## config.mk

```make
export PLATFORM = sky130hd
export DESIGN_NAME = mouse_axis
export DESIGN_NICKNAME = d
export VERILOG_FILES = /design/src/hdl/a8_glue_pkg.sv /design/src/hdl/mouse_axis.sv
export SDC_FILE = /design/constraint.sdc
export NUM_CORES = 1
export LEC_CHECK = 0
export ABC_AREA = 1
export BUFFER_PORTS_ARGS = -buffer_cell sky130_fd_sc_hd__clkbuf_2
export CORE_MARGIN = 4
export CORE_UTILIZATION = 52
export CTS_BUF_LIST = sky130_fd_sc_hd__clkbuf_16
export DETAILED_ROUTE_END_ITERATION = 16
export MAX_ROUTING_LAYER = met4
export PLACE_DENSITY = 0.83
export SKIP_CTS_REPAIR_TIMING = 1
export SLEW_MARGIN = 30
export SYNTH_ARGS = -nofsm -noshare
export SYNTH_HDL_FRONTEND = slang
export SYNTH_SLANG_ARGS = --single-unit
```

## constraint.sdc

```tcl
create_clock -name clk_sys -period 3.3 [get_ports clk_sys]
set_clock_uncertainty 0.2 [all_clocks]
set_input_delay 0.165 -clock clk_sys [delete_from_list [all_inputs] [get_ports clk_sys]]
set_output_delay 0.165 -clock clk_sys [all_outputs]
set_load 0.005 [all_outputs]
```

## src/hdl/a8_glue_pkg.sv

```systemverilog
// Types, packed buses and constants shared by the glue logic between the
// 8-bit computer core and its host firmware
// Every design module pulls these in with a wildcard import
`default_nettype none

package a8_glue_pkg;

	// ============================================================
	// Widths with a meaning
	// ============================================================
	typedef logic [14:0]       rom_addr_t;
	typedef logic [7:0]        rom_byte_t;
	typedef logic [13:0]       load_addr_t;
	typedef logic [13:0]       rom_off_t;
	typedef logic [8:0]        buf_addr_t;
	typedef logic [31:0]       sd_lba_t;
	typedef logic [7:0]        drive_mask_t;
	typedef logic [2:0]        drive_num_t;
	typedef logic [31:0]       fw_word_t;
	typedef logic signed [7:0] axis_t;

	// Machine and OS choice, same coding as the menu bits
	typedef enum logic [1:0] {
		XL_BASIC = 2'd0,
		XL       = 2'd1,
		OS_A     = 2'd2,
		OS_B     = 2'd3
	} machine_e;

	// ============================================================
	// Packed buses
	// ============================================================
	// Host download port
	typedef struct packed {
		logic       download;
		logic       wr;
		load_addr_t addr;
		rom_byte_t  data;
		logic [7:0] index;
	} ioctl_t;

	// ROM slot write strobes, at most one set
	typedef struct packed {
		logic xl;
		logic basic;
		logic osa;
		logic osb;
	} rom_wr_t;

	// Drive firmware control register
	typedef struct packed {
		logic       lba_sel;
		logic       block_rd;
		logic       block_wr;
		drive_num_t drive;
	} fw_ctrl_t;

	// Drive firmware status register
	typedef struct packed {
		logic       io_done;
		logic       mounted;
		drive_num_t fileno;
		logic [1:0] filetype;
		logic       readonly;
	} fw_status_t;

	// Mouse packet as the host sends it, bit 24 down to bit 0
	typedef struct packed {
		logic       strobe;
		rom_byte_t  y_move;
		rom_byte_t  x_move;
		logic [1:0] overflow;
		logic       y_sign;
		logic       x_sign;
		logic [1:0] spare;
		logic [1:0] buttons;
	} mouse_pkt_t;

	// ============================================================
	// Constants
	// ============================================================
	localparam rom_byte_t PAD_BYTE = 8'hFF;
	localparam int MOUSE_STEP_MAX = 10;

	// Download index numbers, low six bits
	localparam logic [5:0] IDX_XL_OS = 6'd4;
	localparam logic [5:0] IDX_BASIC = 6'd5;
	localparam logic [5:0] IDX_OS_A  = 6'd6;
	localparam logic [5:0] IDX_OS_B  = 6'd7;

endpackage

`default_nettype wire

```

## src/hdl/mouse_axis.sv

```systemverilog
// Paddle emulation from mouse packets
// Each packet adds half its clamped movement to a signed axis pair; the
// real analog stick takes over again as soon as it moves or the CPU halts
`timescale 1ns/1ps
`default_nettype none

module mouse_axis
	import a8_glue_pkg::*;
(
	input  wire logic        clk_sys,
	input  wire logic        areset,
	input  wire mouse_pkt_t  mouse_i,
	input  wire logic [15:0] analog_i,
	input  wire logic [1:0]  joy_fire_i,
	input  wire logic        cpu_halt_i,
	input  wire logic        invert_y_i,
	output axis_t            axis_x_o,
	output axis_t            axis_y_o,
	output logic [1:0]       fire_o
);

	localparam logic signed [8:0] STEP_MAX = 9'(MOUSE_STEP_MAX);
	localparam logic signed [8:0] AXIS_MAX = 9'sd127;
	localparam logic signed [8:0] AXIS_MIN = -9'sd128;

	logic              stb_q;
	logic              emu;
	axis_t             acc_x;
	axis_t             acc_y;
	logic signed [8:0] dx;
	logic signed [8:0] dy;
	logic signed [8:0] nx;
	logic signed [8:0] ny;

	function automatic logic signed [8:0] clamp_step(input logic signed [8:0] d);
		if (d > STEP_MAX) begin
			return STEP_MAX;
		end else if (d < -STEP_MAX) begin
			return -STEP_MAX;
		end
		return d;
	endfunction

	function automatic axis_t clamp_axis(input logic signed [8:0] s);
		if (s > AXIS_MAX) begin
			return 8'sh7F;
		end else if (s < AXIS_MIN) begin
			return -8'sd128;
		end
		return s[7:0];
	endfunction

	// Half movement, sign bit on top
	assign dx = clamp_step({{2{mouse_i.x_sign}}, mouse_i.x_move[7:1]});
	assign dy = clamp_step({{2{mouse_i.y_sign}}, mouse_i.y_move[7:1]});
	assign nx = 9'(acc_x) + dx;
	assign ny = invert_y_i ? (9'(acc_y) - dy) : (9'(acc_y) + dy);

	always_ff @(posedge clk_sys) begin
		stb_q <= mouse_i.strobe;
	end

	always_ff @(posedge clk_sys) begin
		if (areset || (analog_i != '0) || cpu_halt_i) begin
			emu   <= 1'b0;
			acc_x <= '0;
			acc_y <= '0;
		end else if (mouse_i.strobe != stb_q) begin
			emu   <= 1'b1;
			acc_x <= clamp_axis(nx);
			acc_y <= clamp_axis(ny);
		end
	end

	assign axis_x_o = emu ? acc_x : axis_t'(analog_i[7:0]);
	assign axis_y_o = emu ? acc_y : axis_t'(analog_i[15:8]);
	assign fire_o   = emu ? mouse_i.buttons : joy_fire_i;

endmodule

`default_nettype wire

```

==> flow_summary.yaml <==
routing:
  dr.first_iter.drc_count: 93
  drt-pass1-iter-count: 4
  via_count: 2154
  met1_length_um: 2290
  dr_wl_met2_um: 2010
  drtAntennaViolNets: 0
  viasPerCell: 4.96
  wl_per_cell_um: 10.8
  highest_layer: "met4"
  routed_wl_um: 4670
  wl_met3_um: 346
  drc: 0
yosys:
  synthCells: 331
  synth_top_area_share_pct: 17.9
  synth_common_cells: "nand2_1 (93), inv_1 (54), a21oi_1 (33), o21ai_0 (33), dfxtp_1 (18)"
  synth_area_leaders: "dfxtp_1 (18%), nand2_1 (17%), ha_1 (11%)"
  avgSynthCellArea_um2: 6.09
  synth_most_common_cell: "nand2_1"
  ys_warn_count: 0
  ys_ff_latch: 18
  yosys.area.top_type: "dfxtp_1"
  ys.flop_type: "dfxtp_1"
  synth_cell_types: 33
  yosysSeqAreaShare_pct: 17.9
  synth_edf_count: 0
  syn_nets: 397
  syn_area_um2: 2020
  synth_async_sr_flop_share_pct: 0
die:
  initial_core_util_pct: 54.3
  fp-row-count: 22
  ioPinCount: 65
  die-area_um2: 4940
  fp.dieH_um: 70.3
  dieWidth_um: 70.3
  core-area_um2: 3720
job:
  cap_violations: 0
pwr:
  vdd_drop_max_v: 0.000294
  power_density_nw_per_um2: 267
  p_leak_nw: 1.36
grt:
  grt_max_degree: 27
  grt_usage_pct: 19.6
  antenna_found_initial: 0
  grt_pass1_wl_um: 8050
  first_global_vias: 1894
  gr-total-overflow: 0
worst_setup_path:
  path_max_fanout: 6
  critical_path_required_ns: 3.27
  r2r.worst_path.cells: 15
  reg2reg_setup_slack_ns: 0.86
  critPathCaptureType: "flop"
  worstPathArrival_ns: 2.90
  worstSetupPathType: "primary input to flop"
  critPathLaunchType: "primary input"
  r2r-start: "acc_y[0]"
  worstReg2RegEnd: "acc_y[0]"
sta:
  whs_ns: 0.130
  tightest_slew_ns: 0.770
  period_share_pct: 88.8
  finalCriticalPeriod_ns: 2.93
  max_freq_mhz: 341
  slew_headroom_pct: 48.6
  hold_violations: 0
  final_max_slew_viol_count: 0
  fin_tns_setup_ns: 0
  setup_viol_count_final: 0
  rsz0062_at_grt: "false"
clock_tree:
  path_clk_slew_ns: 0.05
  cts_root_buf: "clkbuf_16"
  numClockSinks: 18
  cts_buffer_depth: 2
  numCtsBuffers: 3
  htreeDepth: 1
  cts_tree: "done"
  clock_latency_ns: 0.24
final_layout:
  layout.nets: 453
  area_growth_pct: 20.5
  post-route-cell-area_um2: 2430
  fin_util_pct: 65.4
  fill_cells: 350
  drive_above_1_share_pct: 21.5
  antennaDiodeCount: 0
hold_path:
  min_path_type: "primary input to flop"
  hold_depth: 4
  hp-start: "analog_i[4]"
  holdPathEnd: "acc_y[0]"
place:
  port_buffers: 58
  hpwl_um: 3920
  gp_congestion: 0.895
  placed_area_um2: 2340
status:
  status: "completed"
-- cells in the final DEF, fill, tap and decap left out --
master,n
clkinv_1,2
dlygate4sd3_1,1
a21oi_2,1
nand3_2,2
nand4_1,5
inv_1,53
fa_1,2
nor3_1,2
a21oi_1,33
nor3_2,1
a31oi_1,1
xnor2_1,8
nand3_1,14
nand2_2,3
dfxtp_1,18
a22oi_4,1
o21ai_2,1
nand2_1,93
nand3b_1,6
o21ai_0,33
clkbuf_2,58
nor2_1,11
nor4_1,1
o211ai_2,1
buf_4,2
or2_2,4
nand2_4,1
inv_2,3
ha_1,17
xor2_1,1
xor2_2,1
nand4_2,1
o41ai_1,1
o21a_1,1
clkbuf_16,3
-- sequential cells by signal, summed over array words and instances (netlist names) --
name / cells
acc_y: 8
stb_q: 1
emu: 1
acc_x: 8
-- worst max path at each step --
stage / startpoint / to / cells past startpoint
after global placement: mouse_i[21] / acc_y[4] / 24
after global routing: mouse_i[21] / acc_y[2] / 25
after CTS: mouse_i[21] / acc_y[4] / 24
final: mouse_i[21] / acc_y[0] / 25
after detailed placement: mouse_i[21] / acc_y[4] / 24
after floorplan: mouse_i[21] / acc_y[3] / 23
-- critical path, cell delays in order --
cell and delay, ns:
clkbuf_2 0.08, inv_1 0.06, nand2_1 0.05, nor2_1 0.08, nand2_1 0.06, nand2_1 0.07, nand2_1 0.08, nor2_1 0.13
inv_1 0.06, ha_1 0.26, nand2_1 0.06, o21ai_0 0.13, fa_1 0.46, nand3b_1 0.20, nand2_1 0.12, nand2_1 0.08
nand2_1 0.06, nand2_1 0.04, nand2_1 0.08, inv_1 0.05, nand3_2 0.07, nand2_2 0.08, nand2_2 0.12, nand3b_1 0.09
a21oi_1 0.15
-- per-layer routing --
| metal | global-route usage (%) | up-vias |
|---|---|---|
| met5 | - | - |
| met4 | 1.70 | 0 |
| met3 | 4.32 | 4 |
| met2 | 30.6 | 68 |
| met1 | 26.8 | 901 |
| li1 | - | 1181 |
-- cell families (layout without fill, tap and decap cells) --
kind of cell	after synthesis	in the layout	synth area share, %
and+or+nand+nor	144	144	32.3
AOI/OAI and AO/OA	73	73	20.0
adders and majority gates	19	19	12.5
buffers and inverters	67	122	12.6
xor gates and xnor gates	10	10	4.72
DFF	18	18	17.9
-- metrics by stage --
step	instances	power, mW	setup slack (ns)
3_5_place_dp	429	0.416	0.111
5_1_grt	434	0.696	0.0179
6_report	434	0.650	0.371
4_1_cts	433	0.652	0.347
3_3_place_gp	429	0.412	0.151
2_1_floorplan	331	0.353	0.460
-- power breakdown --
| part | leakage (nW) | switching [mW] | total, mW | internal [mW] |
|---|---|---|---|---|
| combinational | 1.17 | 0.112 | 0.194 | 0.0824 |
| clock | 0.0385 | 0.0766 | 0.237 | 0.161 |
| sequential | 0.145 | 0.000239 | 0.219 | 0.218 |
| total | 1.36 | 0.189 | 0.650 | 0.461 |
-- area by class of cell --
cell class	instances	area [um2]	share of cell area (%)
clock buffers	3	75.1	3.09
clock inverters	1	3.75	0.154
inverters	57	214	8.80
multi-input cells	246	1400	57.7
flip-flops and latches	18	360	14.8
well taps	48	60.1	2.47
repair buffers	61	315	13.0
No activity file was read; power rests on OpenSTA's default activity.
