## config.mk

```make
export PLATFORM = sky130hd
export DESIGN_NAME = sys_ctrl
export DESIGN_NICKNAME = d
export VERILOG_FILES = /design/src/hdl/a8_glue_pkg.sv /design/src/hdl/sys_ctrl.sv
export SDC_FILE = /design/constraint.sdc
export NUM_CORES = 1
export LEC_CHECK = 0
export BUFFER_PORTS_ARGS = -buffer_cell sky130_fd_sc_hd__clkbuf_2
export CAP_MARGIN = 20
export CORE_MARGIN = 4
export CORE_UTILIZATION = 45
export DETAILED_ROUTE_END_ITERATION = 10
export HOLD_SLACK_MARGIN = 0.12
export PLACE_DENSITY = 0.81
export SLEW_MARGIN = 20
export SYNTH_ARGS = -nofsm -noshare
export SYNTH_HDL_FRONTEND = slang
export SYNTH_SLANG_ARGS = --single-unit
```

## constraint.sdc

```tcl
create_clock -name clk_sys -period 4.14 [get_ports clk_sys]
set_input_delay 0.828 -clock clk_sys [delete_from_list [all_inputs] [get_ports clk_sys]]
set_output_delay 0.828 -clock clk_sys [all_outputs]
set_load 0.05 [all_outputs]
```

## src/hdl/a8_glue_pkg.sv

```systemverilog
// Types, packed buses and constants shared by the glue logic between the
// 8-bit computer core and its host firmware
// Every design module pulls these in with a wildcard import
`default_nettype none

package a8_glue_pkg;

	// ============================================================
	// Widths with a meaning
	// ============================================================
	typedef logic [14:0]       rom_addr_t;
	typedef logic [7:0]        rom_byte_t;
	typedef logic [13:0]       load_addr_t;
	typedef logic [13:0]       rom_off_t;
	typedef logic [8:0]        buf_addr_t;
	typedef logic [31:0]       sd_lba_t;
	typedef logic [7:0]        drive_mask_t;
	typedef logic [2:0]        drive_num_t;
	typedef logic [31:0]       fw_word_t;
	typedef logic signed [7:0] axis_t;

	// Machine and OS choice, same coding as the menu bits
	typedef enum logic [1:0] {
		XL_BASIC = 2'd0,
		XL       = 2'd1,
		OS_A     = 2'd2,
		OS_B     = 2'd3
	} machine_e;

	// ============================================================
	// Packed buses
	// ============================================================
	// Host download port
	typedef struct packed {
		logic       download;
		logic       wr;
		load_addr_t addr;
		rom_byte_t  data;
		logic [7:0] index;
	} ioctl_t;

	// ROM slot write strobes, at most one set
	typedef struct packed {
		logic xl;
		logic basic;
		logic osa;
		logic osb;
	} rom_wr_t;

	// Drive firmware control register
	typedef struct packed {
		logic       lba_sel;
		logic       block_rd;
		logic       block_wr;
		drive_num_t drive;
	} fw_ctrl_t;

	// Drive firmware status register
	typedef struct packed {
		logic       io_done;
		logic       mounted;
		drive_num_t fileno;
		logic [1:0] filetype;
		logic       readonly;
	} fw_status_t;

	// Mouse packet as the host sends it, bit 24 down to bit 0
	typedef struct packed {
		logic       strobe;
		rom_byte_t  y_move;
		rom_byte_t  x_move;
		logic [1:0] overflow;
		logic       y_sign;
		logic       x_sign;
		logic [1:0] spare;
		logic [1:0] buttons;
	} mouse_pkt_t;

	// ============================================================
	// Constants
	// ============================================================
	localparam rom_byte_t PAD_BYTE = 8'hFF;
	localparam int MOUSE_STEP_MAX = 10;

	// Download index numbers, low six bits
	localparam logic [5:0] IDX_XL_OS = 6'd4;
	localparam logic [5:0] IDX_BASIC = 6'd5;
	localparam logic [5:0] IDX_OS_A  = 6'd6;
	localparam logic [5:0] IDX_OS_B  = 6'd7;

endpackage

`default_nettype wire

```

## src/hdl/sys_ctrl.sv

```systemverilog
// System control for the ROM downloads
// Latches the machine choice while reset is held, turns the download index
// into slot write strobes and raises a cold reset of LOAD_RESET_CYCLES
// cycles after a download into a slot that the running machine reads
`timescale 1ns/1ps
`default_nettype none

module sys_ctrl
	import a8_glue_pkg::*;
#(
	parameter int LOAD_RESET_CYCLES = 1000
) (
	input  wire logic     clk_sys,
	input  wire logic     areset,
	input  wire machine_e machine_i,
	input  wire ioctl_t   ioctl_i,
	output machine_e      machine_o,
	output rom_wr_t       rom_wr_o,
	output logic          cold_reset_o
);

	localparam int CNT_W = $clog2(LOAD_RESET_CYCLES + 1);

	machine_e         machine_q;
	logic [5:0]       idx;
	logic             in_use;
	logic             in_use_q;
	logic             dl_q;
	logic [CNT_W-1:0] rst_cnt;

	assign idx = ioctl_i.index[5:0];

	// Selection only changes while the core sits in reset
	always_ff @(posedge clk_sys) begin
		if (areset) begin
			machine_q <= machine_i;
		end
	end

	assign machine_o = machine_q;

	always_comb begin
		rom_wr_o.xl    = ioctl_i.wr && (idx == IDX_XL_OS);
		rom_wr_o.basic = ioctl_i.wr && (idx == IDX_BASIC);
		rom_wr_o.osa   = ioctl_i.wr && (idx == IDX_OS_A);
		rom_wr_o.osb   = ioctl_i.wr && (idx == IDX_OS_B);
	end

	// Slot of this download is one the current machine reads
	always_comb begin
		case (idx)
			IDX_XL_OS: in_use = (machine_q == XL_BASIC) || (machine_q == XL);
			IDX_BASIC: in_use = (machine_q == XL_BASIC);
			IDX_OS_A:  in_use = (machine_q == OS_A);
			IDX_OS_B:  in_use = (machine_q == OS_B);
			default:   in_use = 1'b0;
		endcase
	end

	// ============================================================
	// Cold reset after a download ends
	// ============================================================
	always_ff @(posedge clk_sys) begin
		if (areset) begin
			dl_q         <= 1'b0;
			in_use_q     <= 1'b0;
			cold_reset_o <= 1'b0;
			rst_cnt      <= '0;
		end else begin
			dl_q <= ioctl_i.download;
			if (ioctl_i.download) begin
				in_use_q <= in_use;
			end

			if (dl_q && !ioctl_i.download) begin
				cold_reset_o <= in_use_q;
				rst_cnt      <= CNT_W'(LOAD_RESET_CYCLES - 1);
			end else if (rst_cnt != '0) begin
				rst_cnt <= rst_cnt - 1'b1;
			end else begin
				cold_reset_o <= 1'b0;
			end
		end
	end

endmodule

`default_nettype wire

```

==> results of run 1 <==
-- path summary, 6_finish.rpt --
kind                  endpoint  slack [ns]  cells after the start
setup / recovery   rom_wr_o[1]        1.30                      5
hold reg to reg   cold_reset_o        0.45                      2
setup reg to reg    rst_cnt[1]        2.51                      4
hold / removal    cold_reset_o        0.45                      2
-- cell families (layout without fill, tap and decap cells) --
kind of cell / count (synthesis) / in the layout / share of synthesized area
flip-flops: 15 / 15 / 0.419
AND/OR/NAND/NOR: 35 / 35 / 0.301
multiplexers: 4 / 4 / 0.0589
adder cells (fa/ha/maj): 1 / 1 / 0.0164
XOR/XNOR: 3 / 3 / 0.0344
AO/OA/AOI/OAI: 17 / 17 / 0.136
buffers and inverters: 6 / 25 / 0.0344
-- cell usage after synthesis (2+ instances only) --
| cell type | instances | area [sq um] |
|---|---|---|
| nand2b_1 | 2 | 12.5 |
| nor3b_1 | 2 | 15.0 |
| inv_1 | 3 | 11.3 |
| a31oi_1 | 4 | 25.0 |
| nand3_1 | 3 | 15.0 |
| a21oi_1 | 8 | 40.0 |
| edfxtp_1 | 2 | 60.1 |
| or3_1 | 2 | 12.5 |
| nor2b_1 | 3 | 18.8 |
| mux2i_1 | 3 | 30.0 |
| dfxtp_1 | 13 | 260 |
| nor2_1 | 4 | 15.0 |
| nor3_1 | 4 | 20.0 |
| xnor2_1 | 3 | 26.3 |
| nand2_1 | 6 | 22.5 |
-- flip-flops by register name, indices dropped and copies added (netlist names) --
name / cells
dl_q: 1
in_use_q: 1
rst_cnt: 10
machine_o: 2
cold_reset_o: 1
-- layout make-up --
cell class / instances / area share
multi-input cells: 60 / 0.472
flip-flops and latches: 15 / 0.362
repair buffers: 18 / 0.102
clock buffers: 4 / 0.0297
well taps: 16 / 0.0226
inverters: 3 / 0.0127
-- cells in the final DEF (no fill, tap or decap), drive strengths merged, types with 2 or more instances in the layout --
cell type	Yosys	layout
dfxtp	13	13
nor4	2	2
a31oi	4	4
a21oi	9	9
nor3	4	4
nor3b	2	2
nand3	4	4
nand2b	2	2
or3	2	2
nor2	4	4
mux2i	3	3
clkbuf	1	22
nand2	6	6
inv	3	3
edfxtp	2	2
xnor2	3	3
nor2b	3	3
-- power by group through the flow --
stage	logic (mW)	clock network (mW)	registers, mW
global placement	0.324	0	0.249
finish	0.335	0.0804	0.251
detailed placement	0.334	0	0.252
CTS	0.335	0.0821	0.250
floorplan	0.281	0	0.247
global route	0.374	0.0894	0.257
-- per-stage QoR --
stage                util  setup slack, ns  area (sq um)
finish              0.568             1.30           886
global route        0.568             1.11           886
CTS                 0.568             1.28           886
detailed placement  0.551             1.29           860
global placement    0.551             1.30           860
floorplan               -            0.762           764
-- routing by layer --
layer	routed length, um	share of wire	vias up	GRT usage
met1	604	0.42	302	0.150
met4	29	0.020	0	0.0711
met5	0	0	-	0
met3	132	0.091	5	0.0275
met2	682	0.47	28	0.194
li1	-	-	337	-
-- tightest hold or removal path, delay by kind of cell, from the launching register on --
kind / cells / cell delay, ns
AND/OR/NAND/NOR: 1 / 0.05
AO/OA/AOI/OAI: 1 / 0.05
flip-flops: 1 / 0.32
==> results.cfg, run 1 <==
[status]
status = completed

[critical_path]
cpMostUsedCell = clkbuf_2
crit_required_ns = 3.31
endpoint_kind = output port
cp_max_fo = 3
path_buf_inv = 2
crit_path_top_delay_cell = nor4b_1
crit_chain = clkbuf_2 -> nor4b_1 -> nand2_1 -> nor3b_1 -> clkbuf_2
worstPathArrival_ns = 2.01
start_kind = input pin
startpoint = ioctl_i[3]
critical_path.top_delay_family = simple AND/OR/NAND/NOR gates
cpPeakStageDelay_ns = 0.42
critPathKind = in2out
reg2reg_from = rst_cnt[2]

[final_layout]
stdcell_count = 116
areaGrowthSynthToFinish_pct = 15.9
num_antenna_cells = 0
multi_input_area_sq_um = 418
nFillCells = 153
finish.net_count = 138
seqCellArea_sq_um = 320
drive_above_1_share = 0.270

[clock_tree]
clockBufferDepth = 2
clk_latency_ns = 0.28
cts_hold_buf = 0
h-tree-depth = 1
post_cts_buffers = 0
cts-root-buf = clkbuf_4
cts_tree = built
clk_pin_slew_worst_paths_ns = 0.09
cts_buffers = 3
post_cts_resized = 0
clock-sinks = 15

[floorplanning]
die_area_sq_um = 2420
ios = 43
die_h_um = 49.2
chipWidth_um = 49.2
core-area_sq_um = 1560
initial_core_util = 0.490
core.rowCount = 14

[logic_synthesis]
avgSynthCellArea_sq_um = 9.44
ys_ff_latch = 15
syn_nets = 118
ys_warn_count = 0
syn-cell-area_sq_um = 764
ys_seq_area_frac = 0.419
async_reset_ff_frac = 0
synth_cell_types = 34
synth_edf_count = 2
synth_flop_cell = dfxtp_1
syn-instance-count = 81

[timing]
drv_slew = 0
finalHoldViolations = 0
min_period_ns = 2.84
grt_setup_unrepaired = false
tightestPinTransition_ns = 0.523
fin_tns_setup_ns = 0
fin_crit_sh = 0.686
final.setup_skew_ns = 0.00641
slew_headroom = 0.649
finalSetupViolCount = 0
holdWs_ns = 0.454
fmax_ghz = 0.352

[pwr]
power.switching_mw = 0.275
p_int_mw = 0.391
vdd_drop_max_mv = 0.400
leakagePower_nw = 0.360
p_clk_frac = 0.121
p_sw_frac = 0.413
p_per_area_nw_per_um2 = 752
pwr-share-seq = 0.377
total_power_mw = 0.666
p_comb_frac = 0.503

[routing]
dr.pass1.iters = 4
ant_nets = 0
drc = 0
drt-initial-drc-count = 9
vias_per_cell = 5.79
wl_mm = 1.45
vias = 672
avgRoutedWirePerCell_um = 12.5

[global_route]
grt_pass1_vias = 578
grt_start_max_net_pins = 16
overflow = 0
antenna_found_initial = 0
grt_usage = 0.122
grt_pass1_wl_mm = 2.37

[worst_hold_path]
min_path_type = reg2reg
hold_start = in_use_q

[placement]
place_inst = 112
io_buffers = 18
gp_congestion = 0.798
hpwlAfterDp_mm = 1.10

[flow_run]
maxCapViolCount = 0
No activity file was read; power rests on OpenSTA's default activity.
==> inputs of run 2 (changes only) <==
--- a/config.mk
+++ b/config.mk
@@ -8,10 +8,10 @@
 export BUFFER_PORTS_ARGS = -buffer_cell sky130_fd_sc_hd__clkbuf_2
 export CAP_MARGIN = 20
 export CORE_MARGIN = 4
-export CORE_UTILIZATION = 45
+export CORE_UTILIZATION = 38
 export DETAILED_ROUTE_END_ITERATION = 10
 export HOLD_SLACK_MARGIN = 0.12
-export PLACE_DENSITY = 0.81
+export PLACE_DENSITY = 0.73
 export SLEW_MARGIN = 20
 export SYNTH_ARGS = -nofsm -noshare
 export SYNTH_HDL_FRONTEND = slang
==> constraint.sdc (replaced) <==
create_clock -name clk_sys -period 2.6 [get_ports clk_sys]
set_input_delay 0.52 -clock clk_sys [delete_from_list [all_inputs] [get_ports clk_sys]]
set_output_delay 0.52 -clock clk_sys [all_outputs]
set_load 0.05 [all_outputs]
==> run 2 against run 1 <==
Against the previous run: sequential power increased by 58%; clock power increased by 65%; die area increased by 15%; critical path depth unchanged; register-to-register slack got worse by 1.6 ns; clock skew decreased by 0.0056 ns; routed wire length increased by 3.5%; first-iteration DRC count decreased by 33%; worst hold slack got worse by 0.046 ns; global-route usage increased by 0.48 points; design area increased by 1.3%; non-clock buffer count unchanged; critical endpoint unchanged.
==> results.cfg, run 2 (same netlist as run 1, synthesis figures left out) <==
[timing]
fin_crit_sh = 0.869
finalHoldViolations = 0
slew_headroom = 0.630
tightestPinTransition_ns = 0.551
holdWs_ns = 0.408
final.setup_skew_ns = 0.000812
min_period_ns = 2.26
finalSetupViolCount = 0
fmax_ghz = 0.442
drv_slew = 0
grt_setup_unrepaired = false

[routing]
drt-initial-drc-count = 6
ant_nets = 0
avgRoutedWirePerCell_um = 12.0
drc = 0
vias = 667
vias_per_cell = 5.34
dr.pass1.iters = 4
wl_mm = 1.50

[global_route]
antenna_found_initial = 0
grt_start_max_net_pins = 16
grt_pass1_vias = 601
grt_pass1_wl_mm = 2.57
overflow = 0
grt_usage = 0.127

[placement]
gp_congestion = 0.752
io_buffers = 18
hpwlAfterDp_mm = 1.14

[final_layout]
final_common_cell = clkbuf_2
areaGrowthSynthToFinish_pct = 17.3
finish.net_count = 138
num_antenna_cells = 0
final_util = 0.493
regMostFlops = rst_cnt
drive_above_1_share = 0.270
seqCellArea_sq_um = 320
multi_input_area_sq_um = 418
largest_reg_flops = 10
nFillCells = 184
layout_common_cells = clkbuf_2, dfxtp_1, a21oi_1

[floorplanning]
initial_core_util = 0.420
die_area_sq_um = 2790
die_h_um = 52.9
chipWidth_um = 52.9
ios = 43
core.rowCount = 15
core-area_sq_um = 1820

[pwr]
leakagePower_nw = 0.360
p_per_area_nw_per_um2 = 1190
vdd_drop_max_mv = 0.615

[clock_tree]
clock-sinks = 15
cts_tree = built
cts_buffers = 3
clk_latency_ns = 0.28
clockBufferDepth = 2
cts_hold_buf = 0
post_cts_resized = 0
post_cts_buffers = 0
clk_pin_slew_worst_paths_ns = 0.08
h-tree-depth = 1
cts-root-buf = clkbuf_4

[status]
status = completed

[flow_run]
maxCapViolCount = 0

[critical_path]
cp_max_fo = 3
endpoint_kind = output port
start_kind = input pin
critPathKind = in2out
reg2regPathDepth = 4
worstPathArrival_ns = 1.74
crit_required_ns = 2.08

[worst_hold_path]
min_path_type = in2reg
hold_depth = 1
[run 2: worst max-delay path, stage by stage]
cell	delay, ns
clkbuf_2	0.08
nor4b_1	0.45
nand2_1	0.16
nor3b_1	0.22
clkbuf_2	0.31
[run 2: power breakdown]
| part | internal (mW) | total, mW | switching, mW |
|---|---|---|---|
| clock | 0.0596 | 0.133 | 0.0729 |
| sequential | 0.309 | 0.397 | 0.0871 |
| combinational | 0.254 | 0.538 | 0.283 |
| total | 0.623 | 1.07 | 0.443 |
[run 2: layer usage]
metal / up-vias / global-route usage / part of all wire
met5: - / 0 / 0
met4: 0 / 0.0894 / 0.029
met3: 5 / 0.0254 / 0.061
met2: 19 / 0.200 / 0.44
met1: 308 / 0.153 / 0.47
li1: 335 / - / -
[run 2: worst paths after layout]
check                       to  slack [ns]    startpoint
hold reg to reg   cold_reset_o        0.46      in_use_q
setup / recovery   rom_wr_o[1]        0.34    ioctl_i[3]
hold / removal    machine_o[1]        0.41  machine_i[1]
setup reg to reg    rst_cnt[1]        0.93    rst_cnt[2]
[run 2: stage by stage]
step / power, mW / instance area [sq um] / setup TNS (ns) / cells / setup WS (ns)
5_1_grt: 1.16 / 897 / 0 / 125 / 0.131
3_3_place_gp: 0.913 / 871 / 0 / 121 / 0.371
2_1_floorplan: 0.840 / 764 / -0.342 / 81 / -0.162
6_report: 1.07 / 897 / 0 / 125 / 0.339
3_5_place_dp: 0.943 / 871 / 0 / 121 / 0.310
4_1_cts: 1.08 / 897 / 0 / 125 / 0.312
[run 2: layout make-up]
class / instances / share of cell area
multi-input combinational: 60 / 0.466
sequential: 15 / 0.357
timing repair buffer: 18 / 0.100
tap: 25 / 0.0349
clock buffer: 4 / 0.0293
inverter: 3 / 0.0126
==> inputs of run 3 (changes only) <==
--- a/config.mk
+++ b/config.mk
@@ -5,13 +5,14 @@
 export SDC_FILE = /design/constraint.sdc
 export NUM_CORES = 1
 export LEC_CHECK = 0
+export ABC_AREA = 1
 export BUFFER_PORTS_ARGS = -buffer_cell sky130_fd_sc_hd__clkbuf_2
 export CAP_MARGIN = 20
 export CORE_MARGIN = 4
-export CORE_UTILIZATION = 38
+export CORE_UTILIZATION = 40
 export DETAILED_ROUTE_END_ITERATION = 10
 export HOLD_SLACK_MARGIN = 0.12
-export PLACE_DENSITY = 0.73
+export PLACE_DENSITY = 0.74
 export SLEW_MARGIN = 20
 export SYNTH_ARGS = -nofsm -noshare
 export SYNTH_HDL_FRONTEND = slang
==> run 3 against run 2 <==
Against the previous run: flip-flop and latch count stayed put; largest cell class unchanged; synthesized cell count is 53% higher; final cell count is 38% higher; critical endpoint unchanged; worst hold slack worse by 0.0064 ns; count of clock-buffer cells in the layout stayed put; maximum frequency is 15% higher; routed wire length is 16% higher.
==> results.cfg, run 3 <==
[status]
status = completed

[clock_tree]
cts_hold_buf = 0
clk_pin_slew_worst_paths_ns = 0.08
clk_latency_ns = 0.29
h-tree-depth = 1
clockBufferDepth = 2
post_cts_buffers = 0
cts_tree = built
clock-sinks = 15
post_cts_resized = 0
cts-root-buf = clkbuf_4
cts_buffers = 3

[logic_synthesis]
synth_largest_area_cell = dfxtp_1
synth_edf_count = 2
synth_area_leaders = dfxtp_1, nand2_1, inv_1
async_reset_ff_frac = 0
synth_commonest_cells = nand2_1, inv_1, dfxtp_1, nand3_1, nor2_1
yosysMostFrequentCell = nand2_1
synth_flop_cell = dfxtp_1
syn_nets = 161
syn-cell-area_sq_um = 866
syn-instance-count = 124
synth_cell_types = 23
avgSynthCellArea_sq_um = 6.98
ys_seq_area_frac = 0.370
ys_ff_latch = 15
netlist.area_leader.share = 0.301
ys_warn_count = 0

[worst_hold_path]
min_path_type = in2reg
hold_start = machine_i[1]
whs_endpoint = machine_o[1]
hold_depth = 1

[routing]
avgRoutedWirePerCell_um = 10.1
drt-initial-drc-count = 12
dr.pass1.iters = 4
ant_nets = 0
vias_per_cell = 4.76
vias = 824
drc = 0
wl_mm = 1.75

[timing]
fin_tns_setup_ns = 0
finalSetupViolCount = 0
final.setup_skew_ns = 0.00282
drv_slew = 0
fin_ws_ns = 0.633
slew_headroom = 0.809
tightestPinTransition_ns = 0.287
finalHoldViolations = 0
fmax_ghz = 0.508
min_period_ns = 1.97
grt_setup_unrepaired = false
fin_crit_sh = 0.756

[critical_path]
start_kind = input pin
crit_required_ns = 2.08
path_buf_inv = 2
worstPathArrival_ns = 1.45
crit_chain = clkbuf_2 -> nor2_2 -> nand2_1 -> nor4_1 -> clkbuf_2
critPathKind = in2out
endpoint_kind = output port
crit_path_top_delay_cell = clkbuf_2
rrSetupSlack_ns = 1.20
reg2reg_from = rst_cnt[0]
r2r_end = rst_cnt[1]
cp_max_fo = 5
cpPeakStageDelay_ns = 0.33
startpoint = ioctl_i[5]
critical_path.top_delay_family = simple AND/OR/NAND/NOR gates
reg2regPathDepth = 9
cpMostUsedCell = clkbuf_2

[floorplanning]
die_area_sq_um = 2970
chipWidth_um = 54.5
core-area_sq_um = 2000
initial_core_util = 0.432
core.rowCount = 16
die_h_um = 54.5
ios = 43

[placement]
io_buffers = 18
dpl_worst_slack_ns = 0.622
hpwlAfterDp_mm = 1.40
gp_congestion = 0.855

[pwr]
total_power_mw = 1.03
leakagePower_nw = 0.513
vdd_drop_max_mv = 0.562
p_per_area_nw_per_um2 = 1010

[final_layout]
drive_above_1_share = 0.274
finish.net_count = 184
final_common_cell = nand2_1
layout_common_cells = nand2_1, inv_1, clkbuf_2
final_util = 0.508
nFillCells = 218
regMostFlops = rst_cnt
num_antenna_cells = 0
areaGrowthSynthToFinish_pct = 17.3
largest_reg_flops = 10

[global_route]
grt_start_max_net_pins = 10
grt_pass1_wl_mm = 3.19
overflow = 0
grt_pass1_vias = 819
grt_usage = 0.149
antenna_found_initial = 0

[flow_run]
maxCapViolCount = 0
-- run 3: cell count changes after synthesis, sizes merged, moves of 3 or more --
cell,previous run,this run
a31oi,4,0
nor3,4,0
nor2b,3,0
nand2,6,28
o21ai,1,4
xnor2,3,0
mux2i,3,0
nor2,4,22
nand3,4,13
inv,3,24
-- run 3: kinds of logic (layout without fill, tap and decap cells) --
family                     Yosys count  after routing  synth area share
and+or+nand+nor                     69             69             0.410
buffers and inverters               24             46             0.107
DFF                                 15             15             0.370
AOI/OAI and AO/OA                   14             14            0.0881
adders and majority gates            1              1            0.0144
xor gates and xnor gates             1              1            0.0101
-- run 3: worst max-delay path by stage --
stage / endpoint / depth (start not counted)
floorplan: rom_wr_o[0] / 3
global placement: rom_wr_o[0] / 5
detailed placement: rom_wr_o[2] / 5
CTS: rom_wr_o[2] / 5
global route: rom_wr_o[2] / 5
finish: rom_wr_o[1] / 5
-- run 3: through the flow --
| stage | hold WS (ns) | cell area [sq um] | instances |
|---|---|---|---|
| after global routing | 0.405 | 1020 | 173 |
| final | 0.401 | 1020 | 173 |
| after global placement | 0.419 | 990 | 169 |
| after floorplan | 0.407 | 866 | 124 |
| after detailed placement | 0.422 | 990 | 169 |
| after CTS | 0.396 | 1020 | 173 |
-- run 3: cell type report --
type	count	area [sq um]	share of cell area
timing repair buffer	18	90.1	0.0887
multi-input combinational	85	453	0.446
sequential	15	320	0.315
tap	27	33.8	0.0333
clock buffer	4	26.3	0.0259
inverter	24	92.6	0.0911
-- run 3: per-layer routing --
layer / vias up / GRT usage / wire length, um
met3: 5 / 0.0191 / 78
met4: 0 / 0.0996 / 51
met2: 14 / 0.267 / 905
li1: 435 / - / -
met5: - / 0 / 0
met1: 370 / 0.161 / 711
-- run 3: power breakdown --
group          switching [mW]  total (mW)  internal, mW  leakage [nW]
Sequential             0.0514       0.358         0.306         0.127
Clock                  0.0762       0.136        0.0598        0.0150
Combinational           0.340       0.537         0.198         0.372
